===== config.mk =====
export PLATFORM = sky130hd
export DESIGN_NAME = vrf_access_ctrl
export DESIGN_NICKNAME = d
export VERILOG_FILES = /design/src/rtl/vrf_inst_pkg.sv /design/src/rtl/vrf_seq_pkg.sv /design/src/rtl/byte_enable_gen.sv /design/src/rtl/lane_valid_mask.sv /design/src/rtl/vrf_access_ctrl.sv /design/src/rtl/vrf_addr_counter.sv /design/src/rtl/vrf_seq_fsm.sv
export VERILOG_INCLUDE_DIRS = /design/src /design/src/rtl
export SDC_FILE = /design/constraint.sdc
export NUM_CORES = 1
export LEC_CHECK = 0
export ABC_CLOCK_PERIOD_IN_PS = 4900
export BUFFER_PORTS_ARGS = -buffer_cell sky130_fd_sc_hd__buf_4
export CAP_MARGIN = 30
export CORE_MARGIN = 2
export CORE_UTILIZATION = 25
export CTS_CLUSTER_DIAMETER = 120
export CTS_CLUSTER_SIZE = 8
export DETAILED_ROUTE_END_ITERATION = 7
export HOLD_SLACK_MARGIN = 0.12
export PLACE_DENSITY = 0.5
export SYNTH_ARGS = -nofsm -noshare
export SYNTH_HDL_FRONTEND = slang
export SYNTH_SLANG_ARGS = --single-unit
export TNS_END_PERCENT = 30

===== constraint.sdc =====
create_clock -name clk_i -period 4.9 [get_ports clk_i]
set_clock_uncertainty 0.1 [all_clocks]
set_input_delay 0.98 -clock clk_i [delete_from_list [all_inputs] [get_ports clk_i]]
set_output_delay 0.98 -clock clk_i [all_outputs]
set_load 0.02 [all_outputs]

===== src/rtl/vrf_ctrl_settings.svh =====
// VRF access controller settings
// Lane count, memory depth and element limits shared by the RTL

`ifndef VRF_CTRL_SETTINGS_SVH
`define VRF_CTRL_SETTINGS_SVH

// Number of vector lanes, power of two
`define VLANE_NUM 8

// Words per lane memory
`define MEM_DEPTH 512

// Most elements a single lane can hold
`define MAX_VL_PER_LANE 256

// Operand read address ports
`define RD_PORT_NUM 3

// Derived widths
`define VRF_ADDR_W ($clog2(`MEM_DEPTH))
`define VPL_W ($clog2(`MAX_VL_PER_LANE))
`define VL_W ($clog2(`VLANE_NUM * `MAX_VL_PER_LANE))

`endif


===== src/rtl/vrf_inst_pkg.sv =====
// Instruction interface types for the VRF access controller
// Instruction kind and element width encodings

package vrf_inst_pkg;

    ////////////////////////////////////////
    // Instruction kind
    // Encodings not listed here are illegal
    typedef enum logic [2:0] {
        INST_NORMAL = 3'd0,    // Arithmetic with write back
        INST_STORE  = 3'd2,    // Unit-stride store
        INST_LOAD   = 3'd4     // Unit-stride load
    } inst_kind_e;

    ////////////////////////////////////////
    // Element width
    // Zero disables writes
    typedef enum logic [1:0] {
        EW_NONE = 2'd0,
        EW_BYTE = 2'd1,        // Four elements per word
        EW_HALF = 2'd2,        // Two elements per word
        EW_WORD = 2'd3
    } elem_width_e;

endpackage


===== src/rtl/vrf_seq_pkg.sv =====
// Internal sequencing types for the VRF access controller

package vrf_seq_pkg;

    // Sequencer state
    typedef enum logic [1:0] {
        SEQ_IDLE   = 2'd0,     // Waiting for start
        SEQ_NORMAL = 2'd1,     // Read then delayed write back
        SEQ_READ   = 2'd2,     // Read only, used by stores
        SEQ_LOAD   = 2'd3      // Write of incoming load data
    } seq_state_e;

endpackage


===== src/rtl/byte_enable_gen.sv =====
// Byte write enable generator
// Rotating pattern for sub-word writes, load enables passed per lane

`timescale 1ns/1ps

`include "vrf_ctrl_settings.svh"

module byte_enable_gen (
    input  logic                            clk_i,
    input  logic                            rst_i,
    input  logic                            wr_en_i,
    input  vrf_inst_pkg::elem_width_e       width_i,
    input  logic                            load_mode_i,
    input  logic                            load_fire_i,
    input  logic [`VLANE_NUM-1:0][3:0]      load_bwen_i,
    output logic [`VLANE_NUM-1:0][3:0]      bwen_o,
    output logic                            wr_step_o
);

    logic [3:0] rot4_q;     // One-hot byte
    logic [1:0] rot2_q;     // Halfword pair select
    logic       pat_en;
    logic [3:0] pattern;
    logic       last_lane;

    assign pat_en = wr_en_i & ~load_mode_i;

    // Rotate while writing, restart otherwise
    always_ff @(posedge clk_i) begin
        if (!rst_i) begin
            rot4_q <= 4'b0001;
            rot2_q <= 2'b01;
        end else if (pat_en) begin
            rot4_q <= {rot4_q[2:0], rot4_q[3]};
            rot2_q <= {rot2_q[0], rot2_q[1]};
        end else begin
            rot4_q <= 4'b0001;
            rot2_q <= 2'b01;
        end
    end

    always_comb begin
        pattern   = 4'b0000;
        last_lane = 1'b0;
        if (pat_en) begin
            case (width_i)
                vrf_inst_pkg::EW_BYTE: begin
                    pattern   = rot4_q;
                    last_lane = rot4_q[3];
                end
                vrf_inst_pkg::EW_HALF: begin
                    pattern   = {{2{rot2_q[1]}}, {2{rot2_q[0]}}};
                    last_lane = rot2_q[1];
                end
                vrf_inst_pkg::EW_WORD: begin
                    pattern   = 4'b1111;
                    last_lane = 1'b1;
                end
                default: ;
            endcase
        end
    end

    always_comb begin
        for (int i = 0; i < `VLANE_NUM; i++) begin
            if (load_mode_i) begin
                bwen_o[i] = load_fire_i ? load_bwen_i[i] : 4'b0000;
            end else begin
                bwen_o[i] = pattern;
            end
        end
    end

    // Word done, write address may advance
    assign wr_step_o = load_mode_i ? load_fire_i : last_lane;

endmodule


===== src/rtl/lane_valid_mask.sv =====
// Per-lane read data valid mask
// Tracks the elements left and marks the lanes holding them, row by row

`timescale 1ns/1ps

`include "vrf_ctrl_settings.svh"

module lane_valid_mask (
    input  logic                   clk_i,
    input  logic                   rst_i,
    input  logic [`VL_W-1:0]       vl_i,
    input  logic                   load_i,
    input  logic                   shift_i,
    output logic [`VLANE_NUM-1:0]  valid_o
);

    localparam int VW = `VL_W;
    localparam logic [VW-1:0] LANES = VW'(`VLANE_NUM);

    logic [VW-1:0]         remain_q;    // Elements not yet covered
    logic [`VLANE_NUM-1:0] row_valid;

    always_comb begin
        for (int i = 0; i < `VLANE_NUM; i++) begin
            row_valid[i] = (remain_q > VW'(i));
        end
    end

    always_ff @(posedge clk_i) begin
        if (!rst_i) begin
            remain_q <= '0;
            valid_o  <= '0;
        end else begin
            if (load_i) begin
                remain_q <= vl_i;
            end else if (shift_i) begin
                remain_q <= (remain_q > LANES) ? remain_q - LANES : '0;
            end
            valid_o <= shift_i ? row_valid : '0;    // Partial last row
        end
    end

endmodule


===== src/rtl/vrf_access_ctrl.sv =====
// VRF access controller top
// Sequencer, address counters, byte enables and read valid mask
// for an eight-lane vector register file

`timescale 1ns/1ps

`include "vrf_ctrl_settings.svh"

module vrf_access_ctrl (
    input  logic                                        clk_i,
    input  logic                                        rst_i,
    input  logic                                        start_i,
    input  vrf_inst_pkg::inst_kind_e                    inst_kind_i,
    input  logic [`VL_W-1:0]                            vl_i,
    input  vrf_inst_pkg::elem_width_e                   vsew_i,
    input  vrf_inst_pkg::elem_width_e                   wdata_width_i,
    input  logic [`VPL_W-1:0]                           inst_delay_i,
    input  logic                                        vector_mask_i,
    input  logic [`VRF_ADDR_W-1:0]                      vrf_start_waddr_i,
    input  logic [`RD_PORT_NUM-1:0][`VRF_ADDR_W-1:0]    vrf_start_raddr_i,
    input  logic                                        load_valid_i,
    input  logic                                        load_last_i,
    input  logic [`VLANE_NUM-1:0][3:0]                  load_bwen_i,
    output logic                                        ready_o,
    output logic                                        ready_for_load_o,
    output logic                                        store_data_valid_o,
    output logic [`RD_PORT_NUM-1:0][`VRF_ADDR_W-1:0]    vrf_raddr_o,
    output logic [`VLANE_NUM-1:0][`VRF_ADDR_W-1:0]      vrf_waddr_o,
    output logic [`VLANE_NUM-1:0][3:0]                  vrf_bwen_o,
    output logic [`VLANE_NUM-1:0]                       read_data_valid_o,
    output logic [`VPL_W-1:0]                           vmrf_addr_o,
    output logic                                        vmrf_wen_o
);

    logic                      addr_load;
    logic                      rd_step;
    logic                      wr_en;
    logic                      wr_step;
    logic                      mask_load;
    logic                      mask_shift;
    vrf_inst_pkg::elem_width_e wr_width;
    vrf_inst_pkg::elem_width_e rd_width;
    logic [`VRF_ADDR_W-1:0]    waddr;

    vrf_seq_fsm i_seq (
        .clk_i(clk_i), .rst_i(rst_i), .start_i(start_i), .inst_kind_i(inst_kind_i),
        .vl_i(vl_i), .vsew_i(vsew_i), .wdata_width_i(wdata_width_i),
        .inst_delay_i(inst_delay_i), .vector_mask_i(vector_mask_i),
        .load_valid_i(load_valid_i), .load_last_i(load_last_i),
        .ready_o(ready_o), .ready_for_load_o(ready_for_load_o),
        .store_data_valid_o(store_data_valid_o), .addr_load_o(addr_load),
        .rd_step_o(rd_step), .wr_en_o(wr_en), .wr_width_o(wr_width),
        .rd_width_o(rd_width), .mask_load_o(mask_load), .mask_shift_o(mask_shift),
        .vmrf_addr_o(vmrf_addr_o), .vmrf_wen_o(vmrf_wen_o)
    );

    ////////////////////////////////////////
    // Address counters
    vrf_addr_counter i_waddr_cnt (        // Steps one word per write step
        .clk_i(clk_i), .rst_i(rst_i), .start_addr_i(vrf_start_waddr_i),
        .load_i(addr_load), .en_i(wr_step), .width_i(vrf_inst_pkg::EW_WORD),
        .addr_o(waddr)
    );

    for (genvar p = 0; p < `RD_PORT_NUM; p++) begin : g_raddr
        vrf_addr_counter i_raddr_cnt (
            .clk_i(clk_i), .rst_i(rst_i), .start_addr_i(vrf_start_raddr_i[p]),
            .load_i(addr_load), .en_i(rd_step), .width_i(rd_width),
            .addr_o(vrf_raddr_o[p])
        );
    end

    assign vrf_waddr_o = {`VLANE_NUM{waddr}};    // Same row in every lane

    ////////////////////////////////////////
    // Write enables and read valid
    byte_enable_gen i_bwen (
        .clk_i(clk_i), .rst_i(rst_i), .wr_en_i(wr_en), .width_i(wr_width),
        .load_mode_i(ready_for_load_o), .load_fire_i(load_valid_i),
        .load_bwen_i(load_bwen_i), .bwen_o(vrf_bwen_o), .wr_step_o(wr_step)
    );

    lane_valid_mask i_valid (
        .clk_i(clk_i), .rst_i(rst_i), .vl_i(vl_i), .load_i(mask_load),
        .shift_i(mask_shift), .valid_o(read_data_valid_o)
    );

endmodule


===== src/rtl/vrf_addr_counter.sv =====
// VRF address counter
// Word address with a byte position inside the word, advanced by
// the element size and carried into the word address on wrap

`timescale 1ns/1ps

`include "vrf_ctrl_settings.svh"

module vrf_addr_counter (
    input  logic                      clk_i,
    input  logic                      rst_i,
    input  logic [`VRF_ADDR_W-1:0]    start_addr_i,
    input  logic                      load_i,
    input  logic                      en_i,
    input  vrf_inst_pkg::elem_width_e width_i,
    output logic [`VRF_ADDR_W-1:0]    addr_o
);

    localparam int AW = `VRF_ADDR_W;

    logic [AW-1:0] addr_q;
    logic [1:0]    pos_q;       // Byte position in the word
    logic [2:0]    step;
    logic [2:0]    pos_sum;

    // Bytes per element
    always_comb begin
        case (width_i)
            vrf_inst_pkg::EW_BYTE: step = 3'd1;
            vrf_inst_pkg::EW_HALF: step = 3'd2;
            vrf_inst_pkg::EW_WORD: step = 3'd4;
            default:               step = 3'd0;
        endcase
    end

    assign pos_sum = {1'b0, pos_q} + step;

    always_ff @(posedge clk_i) begin
        if (!rst_i) begin
            addr_q <= '0;
            pos_q  <= '0;
        end else if (load_i) begin
            addr_q <= start_addr_i;
            pos_q  <= '0;
        end else if (en_i) begin
            pos_q  <= pos_sum[1:0];
            addr_q <= addr_q + AW'(pos_sum[2]);    // Carry out of the word
        end
    end

    assign addr_o = addr_q;

endmodule


===== src/rtl/vrf_seq_fsm.sv =====
// Instruction sequencer for the VRF access controller
// Latches one instruction, runs the read and write phases and
// counts mask register writes

`timescale 1ns/1ps

`include "vrf_ctrl_settings.svh"

module vrf_seq_fsm (
    input  logic                          clk_i,
    input  logic                          rst_i,
    input  logic                          start_i,
    input  vrf_inst_pkg::inst_kind_e      inst_kind_i,
    input  logic [`VL_W-1:0]              vl_i,
    input  vrf_inst_pkg::elem_width_e     vsew_i,
    input  vrf_inst_pkg::elem_width_e     wdata_width_i,
    input  logic [`VPL_W-1:0]             inst_delay_i,
    input  logic                          vector_mask_i,
    input  logic                          load_valid_i,
    input  logic                          load_last_i,
    output logic                          ready_o,
    output logic                          ready_for_load_o,
    output logic                          store_data_valid_o,
    output logic                          addr_load_o,
    output logic                          rd_step_o,
    output logic                          wr_en_o,
    output vrf_inst_pkg::elem_width_e     wr_width_o,
    output vrf_inst_pkg::elem_width_e     rd_width_o,
    output logic                          mask_load_o,
    output logic                          mask_shift_o,
    output logic [`VPL_W-1:0]             vmrf_addr_o,
    output logic                          vmrf_wen_o
);

    localparam int CNT_W   = `VPL_W + 1;            // Holds delay plus read limit
    localparam int SUM_W   = CNT_W + 1;
    localparam int LANE_SH = $clog2(`VLANE_NUM);

    vrf_seq_pkg::seq_state_e state_q, state_d;
    logic                    ready_q;
    logic                    load_armed_q;
    logic [CNT_W-1:0]        main_cnt_q;
    logic [`VPL_W-1:0]       vmrf_cnt_q;

    // Latched instruction
    logic [`VPL_W-1:0]           inst_delay_q;
    logic [CNT_W-1:0]            read_limit_q;
    vrf_inst_pkg::elem_width_e   vsew_q;
    vrf_inst_pkg::elem_width_e   wdata_width_q;
    logic                        vector_mask_q;

    logic             accept;
    logic [CNT_W-1:0] read_limit_d;
    logic [SUM_W-1:0] cnt_ext;
    logic [SUM_W-1:0] cnt_nxt;
    logic [SUM_W-1:0] delay_ext;
    logic [SUM_W-1:0] limit_ext;
    logic [SUM_W-1:0] write_end;
    logic             in_read;
    logic             in_write;
    logic             reading;
    logic             normal_wr;

    assign accept = start_i & ready_q;

    // Rows per lane, rounded up
    assign read_limit_d = CNT_W'(vl_i >> LANE_SH) + CNT_W'(vl_i[LANE_SH-1:0] != '0);

    ////////////////////////////////////////
    // Phase windows
    assign cnt_ext   = SUM_W'(main_cnt_q);
    assign cnt_nxt   = cnt_ext + SUM_W'(1);
    assign delay_ext = SUM_W'(inst_delay_q);
    assign limit_ext = SUM_W'(read_limit_q);
    assign write_end = delay_ext + limit_ext;

    assign in_read  = (cnt_ext < limit_ext);
    assign in_write = (cnt_ext >= delay_ext) && (cnt_ext < write_end);

    assign reading   = ((state_q == vrf_seq_pkg::SEQ_NORMAL) ||
                        (state_q == vrf_seq_pkg::SEQ_READ)) && in_read;
    assign normal_wr = (state_q == vrf_seq_pkg::SEQ_NORMAL) && in_write;

    ////////////////////////////////////////
    // Next state
    always_comb begin
        state_d = state_q;
        case (state_q)
            vrf_seq_pkg::SEQ_IDLE: begin
                if (accept) begin
                    case (inst_kind_i)
                        vrf_inst_pkg::INST_NORMAL: state_d = vrf_seq_pkg::SEQ_NORMAL;
                        vrf_inst_pkg::INST_STORE:  state_d = vrf_seq_pkg::SEQ_READ;
                        vrf_inst_pkg::INST_LOAD:   state_d = vrf_seq_pkg::SEQ_LOAD;
                        default:                   state_d = vrf_seq_pkg::SEQ_IDLE;
                    endcase
                end
            end
            vrf_seq_pkg::SEQ_NORMAL: begin
                if (cnt_nxt >= write_end) begin    // Last write back row
                    state_d = vrf_seq_pkg::SEQ_IDLE;
                end
            end
            vrf_seq_pkg::SEQ_READ: begin
                if (cnt_nxt >= limit_ext) begin
                    state_d = vrf_seq_pkg::SEQ_IDLE;
                end
            end
            vrf_seq_pkg::SEQ_LOAD: begin
                if (load_last_i) begin
                    state_d = vrf_seq_pkg::SEQ_IDLE;
                end
            end
            default: state_d = vrf_seq_pkg::SEQ_IDLE;
        endcase
    end

    ////////////////////////////////////////
    // Control registers
    always_ff @(posedge clk_i) begin
        if (!rst_i) begin
            state_q      <= vrf_seq_pkg::SEQ_IDLE;
            ready_q      <= 1'b1;
            load_armed_q <= 1'b0;
            main_cnt_q   <= '0;
            vmrf_cnt_q   <= '0;
        end else begin
            state_q <= state_d;

            if (accept) begin
                ready_q <= 1'b0;
            end else if (!ready_q && (state_d == vrf_seq_pkg::SEQ_IDLE)) begin
                ready_q <= 1'b1;
            end

            // Load data is taken from the second load cycle on
            load_armed_q <= (state_q == vrf_seq_pkg::SEQ_LOAD) &&
                            (state_d == vrf_seq_pkg::SEQ_LOAD);

            if (accept) begin
                main_cnt_q <= '0;
            end else if ((state_q == vrf_seq_pkg::SEQ_NORMAL) ||
                         (state_q == vrf_seq_pkg::SEQ_READ)) begin
                main_cnt_q <= main_cnt_q + CNT_W'(1);
            end

            if (accept) begin
                vmrf_cnt_q <= '0;
            end else if (normal_wr) begin
                vmrf_cnt_q <= vmrf_cnt_q + `VPL_W'(1);    // One mask row per write
            end
        end
    end

    // Instruction fields
    always_ff @(posedge clk_i) begin
        if (accept) begin
            inst_delay_q  <= inst_delay_i;
            read_limit_q  <= read_limit_d;
            vsew_q        <= vsew_i;
            wdata_width_q <= wdata_width_i;
            vector_mask_q <= vector_mask_i;
        end
    end

    ////////////////////////////////////////
    // Outputs
    assign ready_o            = ready_q;
    assign ready_for_load_o   = load_armed_q;
    assign store_data_valid_o = (state_q == vrf_seq_pkg::SEQ_READ) && in_read;
    assign addr_load_o        = accept;
    assign rd_step_o          = reading;
    assign wr_en_o            = normal_wr | (load_armed_q & load_valid_i);
    assign wr_width_o         = wdata_width_q;
    assign rd_width_o         = vsew_q;
    assign mask_load_o        = accept;
    assign mask_shift_o       = reading;    // Valid mask follows the reads
    assign vmrf_addr_o        = vmrf_cnt_q;
    assign vmrf_wen_o         = normal_wr & vector_mask_q;

endmodule


==> results of run 1 <==
[sequential cells by signal, summed over array words and instances, names as in the netlist]
signal / count
i_seq.vector_mask_q: 1
i_seq.ready_for_load_o: 1
i_seq.wr_width_o: 2
i_seq.vmrf_addr_o: 8
i_waddr_cnt.addr_o: 9
i_seq.inst_delay_q: 8
g_raddr.i_raddr_cnt.pos_q: 6
i_seq.state_q: 2
i_bwen.rot4_q: 4
i_seq.rd_width_o: 2
g_raddr.i_raddr_cnt.addr_o: 27
i_valid.valid_o: 8
i_valid.remain_q: 11
i_bwen.rot2_q: 2
i_seq.read_limit_q: 9
i_seq.ready_o: 1
i_seq.main_cnt_q: 9
[stage by stage]
stage                     instances  setup WS (ns)  total power (W)  util, %
after floorplan                 888          0.732          0.00147        -
after global placement         1431          0.399          0.00169     31.5
after detailed placement       1432          0.315          0.00169     31.6
after CTS                      1449         0.0280          0.00255     32.7
after global routing           1456        0.00741          0.00266     33.1
final                          1458          0.162          0.00252     33.1
[kinds of logic (layout without fill, tap and decap cells)]
group,after synthesis,count (layout)
XOR/XNOR,46,46
adder cells (fa/ha/maj),70,70
AND/OR/NAND/NOR,291,291
flip-flops,110,110
other,0,2
multiplexers,3,3
buffers and inverters,150,328
AO/OA/AOI/OAI,218,218
[worst paths after layout]
path,startpoint,end,slack (ns),cells after the start
worst max-delay path,i_seq.inst_delay_q[1],vrf_bwen_o[12],0.16,15
worst min register to register,i_bwen.rot2_q[1],i_bwen.rot2_q[0],0.36,1
worst min-delay path,i_bwen.rot2_q[1],i_bwen.rot2_q[0],0.36,1
worst max register to register,i_seq.read_limit_q[0],i_seq.ready_o,1.17,13
[metal layers]
metal | up-vias | routed length, microns | GRT usage (%) | part of all wire, %
met5 | - | 10 | 0 | 0.044
met4 | 2 | 420 | 4.44 | 1.8
met3 | 23 | 1620 | 3.56 | 7.1
met2 | 210 | 10800 | 24.5 | 47
met1 | 3162 | 9940 | 17.1 | 44
li1 | 3503 | - | - | -
[power by group]
group          internal (W)  switching (W)  leakage (nW)
sequential         0.000977      0.0000664         0.933
combinational      0.000268       0.000358          3.17
clock              0.000458       0.000387         0.164
[critical path, cell delays in order (launching register included)]
cell	delay, ns
sky130_fd_sc_hd__edfxtp_1	0.40
sky130_fd_sc_hd__ha_1	0.32
sky130_fd_sc_hd__a21o_1	0.18
sky130_fd_sc_hd__a21oi_2	0.15
sky130_fd_sc_hd__xor2_1	0.21
sky130_fd_sc_hd__ha_1	0.28
sky130_fd_sc_hd__a21oi_1	0.13
sky130_fd_sc_hd__o21ai_1	0.09
sky130_fd_sc_hd__maj3_1	0.35
sky130_fd_sc_hd__o221a_4	0.15
sky130_fd_sc_hd__o211ai_4	0.18
sky130_fd_sc_hd__and2_4	0.19
sky130_fd_sc_hd__nor2b_4	0.23
sky130_fd_sc_hd__clkbuf_16	0.18
sky130_fd_sc_hd__a22o_4	0.12
sky130_fd_sc_hd__buf_4	0.13
[cells in the mapped netlist (all sizes together) (5+ instances only)]
library cell / number / share of area (%)
ha: 63 / 10
nand4: 18 / 1.5
nor2b: 7 / 0.71
clkbuf: 33 / 1.6
a21o: 8 / 0.81
or2: 8 / 0.66
o31ai: 9 / 0.96
nor2: 46 / 2.3
and3: 15 / 1.2
nand2: 90 / 4.5
nor3: 16 / 1.1
nor4: 5 / 0.42
buf: 72 / 7.0
nand3: 38 / 2.5
or4: 8 / 0.80
a211oi: 13 / 1.3
o21a: 6 / 0.60
edfxtp: 22 / 8.8
dfxtp: 88 / 23
and2: 8 / 0.70
xor2: 28 / 3.3
o21ai: 63 / 4.2
a22o: 24 / 2.8
inv: 44 / 2.2
a21oi: 32 / 2.2
a31oi: 28 / 2.3
nor3b: 5 / 0.50
or3: 14 / 1.2
xnor2: 17 / 2.0
[placed cells by master, fill, tap and decap left out, types with 30 or more instances in the layout]
cell,count
sky130_fd_sc_hd__a21oi_1,30
sky130_fd_sc_hd__buf_4,262
sky130_fd_sc_hd__dfxtp_1,88
sky130_fd_sc_hd__ha_1,63
sky130_fd_sc_hd__inv_1,43
sky130_fd_sc_hd__nand2_1,89
sky130_fd_sc_hd__nand3_1,38
sky130_fd_sc_hd__nor2_1,46
sky130_fd_sc_hd__o21ai_0,60
[layout make-up]
class                   count  area (sq um)  area share [%]
clock buffers               9           225            2.30
well taps                 390           488            4.98
inverters                  45           169            1.72
diodes                      2          5.00          0.0510
multi-input cells         628          4320            44.1
flip-flops and latches    110          2420            24.7
repair buffers            267          2070            21.1
clock inverters             7           103            1.05
[what timing repair did]
| item | CTS | global route |
|---|---|---|
| setup endpoints to repair | 4 | 24 |
| gates resized for setup | 0 | 5 |
| buffers inserted | 1 | 5 |
| gates cloned | 0 | 1 |
| pin swaps | 0 | 4 |
==> summary by stage, run 1 <==
Outcome
The run finished with clean final reports.

Logic synthesis
After Yosys synthesis, XOR and XNOR cells account for 5.53% of the synthesized area. Yosys mapped a number of flops with a built-in enable equal to 22. After Yosys synthesis, and, or, nand and nor cells account for 19.5% of the synthesized area. The cell area after synthesis is 0.00754 sq mm. Counting distinct cell types in the post-synthesis netlist gives 75.

The post-synthesis area per instance is 8.49 sq um. Synthesis produced a netlist whose cell count is 888. The register bit count reported by yosys is 110. The number of nets in the synthesized netlist is 1055.

After synthesis, the largest family of logic cells by area is compound AO/OA/AOI/OAI gates. The fraction of the yosys area taken by sequential cells is 32.1%. The async set-or-reset flop fraction in the synthesized netlist is 0%. The synthesized-area fraction occupied by adder cells is 11.9%.

The synthesized netlist devotes 19.6% of its cell area to compound gates. Among all flip-flop cells after synthesis, the most frequent one is sky130_fd_sc_hd__dfxtp_1. The post-synthesis mux area share is 0.398%. The synthesis warning total is 0.

Pwr
Summed over all cells, the static leakage comes to 4.26 nW. Across the VDD grid, the largest voltage drop is 138 uV. For this design the ratio of total power to cell area is 257 mW/mm^2.

Floorplanning
The die covers 0.0316 sq mm. The I/O pin count is 251. From left edge to right edge, the die measures 178 microns.

In this run the vertical extent of the chip is 178 microns. After floorplanning, the core was divided into 63 placement rows. The core region is 0.0296 sq mm. Once the floorplan was initialized, standard cells occupied 25.4% of the core.

Detailed routing
The routed layout has 6900 vias. The average detailed-routed wire length per instance is 15.7 microns. The first TritonRoute pass finished after 5 iterations.

The DRC violation total after the first TritonRoute iteration is 206. The post-route DRC violation count is 0. The total routed wirelength is 22800 microns.

The number of routed nets with antenna violations is 0. Using the TritonRoute via totals, the vias-per-cell ratio works out to 4.73.

Global route
The number of antenna violations at the first check in global routing came to 3. The total global routing overflow is 0. The total routing resource utilization after global routing is 14.1%. The number of global-route vias before repair was 6644.

The wire length of the first global-routing pass is 35200 microns. The largest net degree at the start of global routing is 86.

CTS
For this design, the CTS-stage hold fixing added 0 buffers. The clock latency on the worst-skew pair is 0.37 ns. The root buffer selected by CTS is sky130_fd_sc_hd__clkbuf_16. TritonCTS built the clock tree.

The TritonCTS sink count is 110. The worst-case clock buffer depth is 2. The depth of the CTS H-tree is 3. The number of clock buffers added by TritonCTS is 9. The clock transition at the registers of the reported paths is 0.08 ns.

Cells and area
The area growth from synthesis to layout is 30.1%. After filler insertion, the fill cell instance count of the layout stands at 3086. The design area is 0.00981 sq mm. Cells with a size suffix above 1 make up 29.0% of the layout. The number of nets in the final layout is 1228.

Placed design
The sum of net half-perimeters after detailed placement is 17200 microns. In this run the tool buffered the top-level ports with 250 buffer cells. After detailed placement, the total cell area comes to 0.00936 sq mm. The routability-driven placement congestion ratio is 0.789.

Setup path
The type of the setup path with the least slack is reg2out. The worst setup path is captured at a primary output. Along the worst path, the maximum fanout reaches 7.

The data required time of the critical path is 3.82 ns. Data on the critical path arrives at its endpoint at 3.66 ns. The type of element launching the critical path is a flop.

STA
The worst hold-check slack is 0.356 ns. The final count of pins violating max slew is 0. The setup TNS is 0 ns. The hold violation total from the final report is 0. The setup-violating endpoint count in the final report is 0. The peak clock frequency supported by timing is 211 MHz. The worst pin sits at a relative slew slack of 43.5%. The final critical path takes up 96.7% of the cycle.

Setup repair after global routing left no endpoint under its margin. The final critical path time including I/O delays and setup is 4.74 ns. For the pin with the worst max-slew slack, the measured transition is 0.847 ns.

Min path
The worst hold path class is reg2reg.

Job
The max capacitance violation total is 0.
Note: power is estimated with default switching activity, not from simulation.
==> run 2, diff against run 1 <==
--- a/config.mk
+++ b/config.mk
@@ -10,12 +10,12 @@
 export BUFFER_PORTS_ARGS = -buffer_cell sky130_fd_sc_hd__buf_4
 export CAP_MARGIN = 30
 export CORE_MARGIN = 2
-export CORE_UTILIZATION = 25
+export CORE_UTILIZATION = 52
 export CTS_CLUSTER_DIAMETER = 120
 export CTS_CLUSTER_SIZE = 8
 export DETAILED_ROUTE_END_ITERATION = 7
 export HOLD_SLACK_MARGIN = 0.12
-export PLACE_DENSITY = 0.5
+export PLACE_DENSITY = 0.87
 export SYNTH_ARGS = -nofsm -noshare
 export SYNTH_HDL_FRONTEND = slang
 export SYNTH_SLANG_ARGS = --single-unit
==> summary by stage, run 2 (synthesized netlist as in run 1, its figures left out) <==
Outcome
Run status: finished, final reports clean (unchanged).

Cells and area
The core utilization of the finished layout is 67.2% (was 33.1%). The flip-flop count of the largest register, all copies and words added is 27 (unchanged). Commonest cells after routing, fill and taps aside: 260 x sky130_fd_sc_hd__buf_4, 89 x sky130_fd_sc_hd__nand2_1, 88 x sky130_fd_sc_hd__dfxtp_1, 63 x sky130_fd_sc_hd__ha_1, 60 x sky130_fd_sc_hd__o21ai_0 (was 262 x sky130_fd_sc_hd__buf_4, 89 x sky130_fd_sc_hd__nand2_1, 88 x sky130_fd_sc_hd__dfxtp_1, 63 x sky130_fd_sc_hd__ha_1, 60 x sky130_fd_sc_hd__o21ai_0).

The layout overhead on the synthesized area came to 25.1% (was 30.1%). The ratio of cells with drive above 1 in the final layout was 28.5% (was 29.0%). The total of fill cells in the finished design came to 1169 (was 3086).

The commonest non-fill, non-tap cell in the layout is sky130_fd_sc_hd__buf_4 (unchanged). The number of nets in the final layout is 1224 (was 1228). The count of inserted antenna diode cells is 0 (was 2).

Global route
The largest net degree at the start of global routing is 84 (was 86). The wire length of the first global-routing pass is 33000 microns (was 35200 microns). The number of global-route vias before repair came to 6634 (was 6644).

The met2 layer usage reported by global route is 44.6% (was 24.5%). The met1 capacity usage during global routing came to 30.8% (was 17.1%). The total routing resource utilization after global routing is 25.7% (was 14.1%). The global routing met3 resource utilization is 5.37% (was 3.56%). The global routing's busiest layer was met2 (unchanged). The number of antenna violations at the first check in global routing is 0 (was 3). The total global routing overflow is 0 (unchanged).

STA
The worst slew margin relative to its limit is 29.9% (was 43.5%). The hold violation total from the final report came to 0 (unchanged). The final worst slack is 0.157 ns (was 0.162 ns). The setup-violating endpoint count in the final report came to 0 (unchanged). The transition time at the pin with the least slew margin is 1.05 ns (was 0.847 ns). The peak clock frequency supported by timing was 211 MHz (about the same). The final count of pins violating max slew is 0 (unchanged).

The final period utilization was 96.8% (was 96.7%). The final critical path time including I/O delays and setup is 4.74 ns (about the same).

Pwr
The leakage power came to 4.20 nW (was 4.26 nW). The worst ir drop on vdd is 155 uV (was 138 uV). The cell area power density is 257 mW/mm^2 (about the same). The total design power is 0.00243 W (was 0.00252 W).

Setup path
The type of element launching the critical path is a flop (unchanged). The highest fanout seen on the critical path is 6 (was 7). The data required time of the critical path is 3.82 ns (about the same). The data arrival time of the critical path is 3.66 ns (about the same). The worst reg-to-reg path cell count was 13 (unchanged). The endpoint of the worst register-to-register path is i_seq.ready_o (unchanged). The type of the setup path with the least slack is reg2out (unchanged).

The kind of end point of the critical path is a primary output (unchanged). The worst flop-to-flop path startpoint is i_seq.read_limit_q[0] (unchanged). The minimum setup slack among reg-to-reg paths is 1.16 ns (was 1.17 ns).

Detailed routing
The total via count in the routed design is 7188 (was 6900). The number of vias per cell after detailed routing was 5.79 (was 4.73). The number of routed nets with antenna violations is 0 (unchanged). The post-route DRC violation count is 0 (unchanged). The DRC violation total after the first TritonRoute iteration is 500 (was 206).

The total routed wirelength is 21100 microns (was 22800 microns). The iteration count of the initial detailed-routing pass came to 5 (unchanged). The average detailed-routed wire length per instance is 17.0 microns (was 15.7 microns).

Placed design
The sum of net half-perimeters after detailed placement is 15700 microns (was 17200 microns). The routability-driven placement congestion ratio is 0.905 (was 0.789). The pre-CTS worst setup slack is 0.164 ns (was 0.315 ns). The count of input and output buffers is 250 (unchanged).

Floorplanning
The count of standard-cell rows came to 43 (was 63). The I/O pin count came to 251 (unchanged). The y dimension of the die is 124 microns (was 178 microns).

The initial standard-cell utilization of the core is 53.7% (was 25.4%). The floorplan core area is 0.0140 sq mm (was 0.0296 sq mm). The die footprint is 0.0155 sq mm (was 0.0316 sq mm). The chip width is 124 microns (was 178 microns).

CTS
The worst-case clock buffer depth is 2 (unchanged). The CTS tree is done (unchanged). The root buffer selected by CTS is sky130_fd_sc_hd__clkbuf_16 (unchanged). The CTS buffer count is 9 (unchanged). The clock latency on the worst-skew pair is 0.36 ns (was 0.37 ns). The TritonCTS sink count is 110 (unchanged).

The depth of the CTS H-tree is 3 (unchanged). The clock transition at the registers of the reported paths came to 0.08 ns (about the same).

Min path
The worst hold path stage count was 2 (was 1). The startpoint of the tightest hold check path is g_raddr[1].i_raddr_cnt.pos_q[0] (was i_bwen.rot2_q[1]). The worst-case hold path end point was g_raddr[1].i_raddr_cnt.pos_q[0] (was i_bwen.rot2_q[0]). The worst hold path class is reg2reg (unchanged).

Job
The max capacitance violation total is 0 (unchanged).
run 2: cell count changes in the layout (fill, tap and decap cells not counted), sizes merged:
cell / previous run / this run
buf: 266 / 261
bufinv: 2 / 0
clkbuf: 10 / 12
diode: 2 / 0
inv: 48 / 47
nor2b: 7 / 9
run 2: stage by stage:
step | cell area [sq um] | setup TNS, ns | std cells | hold WS [ns]
2_1_floorplan | 7540 | 0 | 888 | 0.309
3_3_place_gp | 9050 | 0 | 1220 | 0.330
3_5_place_dp | 9050 | 0 | 1220 | 0.354
4_1_cts | 9380 | 0 | 1238 | 0.370
5_1_grt | 9430 | -0.418 | 1242 | 0.391
6_report | 9430 | 0 | 1242 | 0.368
run 2: power breakdown:
part / leakage, nW / switching (W) / internal (W)
combinational: 3.12 / 0.000362 / 0.000267
clock: 0.151 / 0.000355 / 0.000397
sequential: 0.933 / 0.0000669 / 0.000978
total: 4.20 / 0.000784 / 0.00164
run 2: layer usage:
metal / part of all wire (%) / routed length, microns / up-vias
li1: - / - / 3492
met1: 41 / 8600 / 3367
met2: 49 / 10400 / 287
met3: 6.7 / 1410 / 42
met4: 3.2 / 683 / 0
met5: 0 / 0 / -
run 2: final cells by class:
| type | instances | area (sq um) | area share, % |
|---|---|---|---|
| Multi-Input combinational cell | 630 | 4340 | 46.0 |
| Sequential cell | 110 | 2420 | 25.7 |
| Timing Repair Buffer | 261 | 1970 | 20.9 |
| Clock buffer | 12 | 268 | 2.84 |
| Tap cell | 180 | 225 | 2.39 |
| Inverter | 45 | 169 | 1.79 |
| Clock inverter | 4 | 33.8 | 0.358 |
run 2: timing repair:
item / CTS / global route
resized for setup: 1 / 4
setup endpoints to repair: 24 / 32
cloned: 1 / 1
setup buffers: 1 / 3
pin swaps: 1 / 5
hold buffers: 0 / 0
run 2: how the worst max path moves through the flow:
stage	end	startpoint	slack, ns
after floorplan	vrf_bwen_o[10]	i_seq.read_limit_q[1]	0.73
after global routing	vrf_bwen_o[14]	i_seq.inst_delay_q[1]	-0.04
after CTS	vrf_bwen_o[9]	i_seq.read_limit_q[1]	0.01
after detailed placement	vrf_bwen_o[14]	i_seq.read_limit_q[1]	0.16
final	vrf_bwen_o[21]	i_seq.inst_delay_q[1]	0.16
after global placement	vrf_bwen_o[14]	i_seq.read_limit_q[1]	0.30
run 2: worst max-delay path: stages, from the launching register on:
cell and delay [ns]:
sky130_fd_sc_hd__edfxtp_1 0.40, sky130_fd_sc_hd__ha_1 0.33, sky130_fd_sc_hd__a21o_1 0.18, sky130_fd_sc_hd__a21oi_2 0.15, sky130_fd_sc_hd__xor2_1 0.23, sky130_fd_sc_hd__ha_1 0.30, sky130_fd_sc_hd__a21oi_2 0.12, sky130_fd_sc_hd__o21ai_1 0.08
sky130_fd_sc_hd__maj3_1 0.36, sky130_fd_sc_hd__o221a_4 0.15, sky130_fd_sc_hd__o211ai_4 0.19, sky130_fd_sc_hd__and2_4 0.22, sky130_fd_sc_hd__nor2b_2 0.31, sky130_fd_sc_hd__a22o_1 0.17, sky130_fd_sc_hd__buf_4 0.13
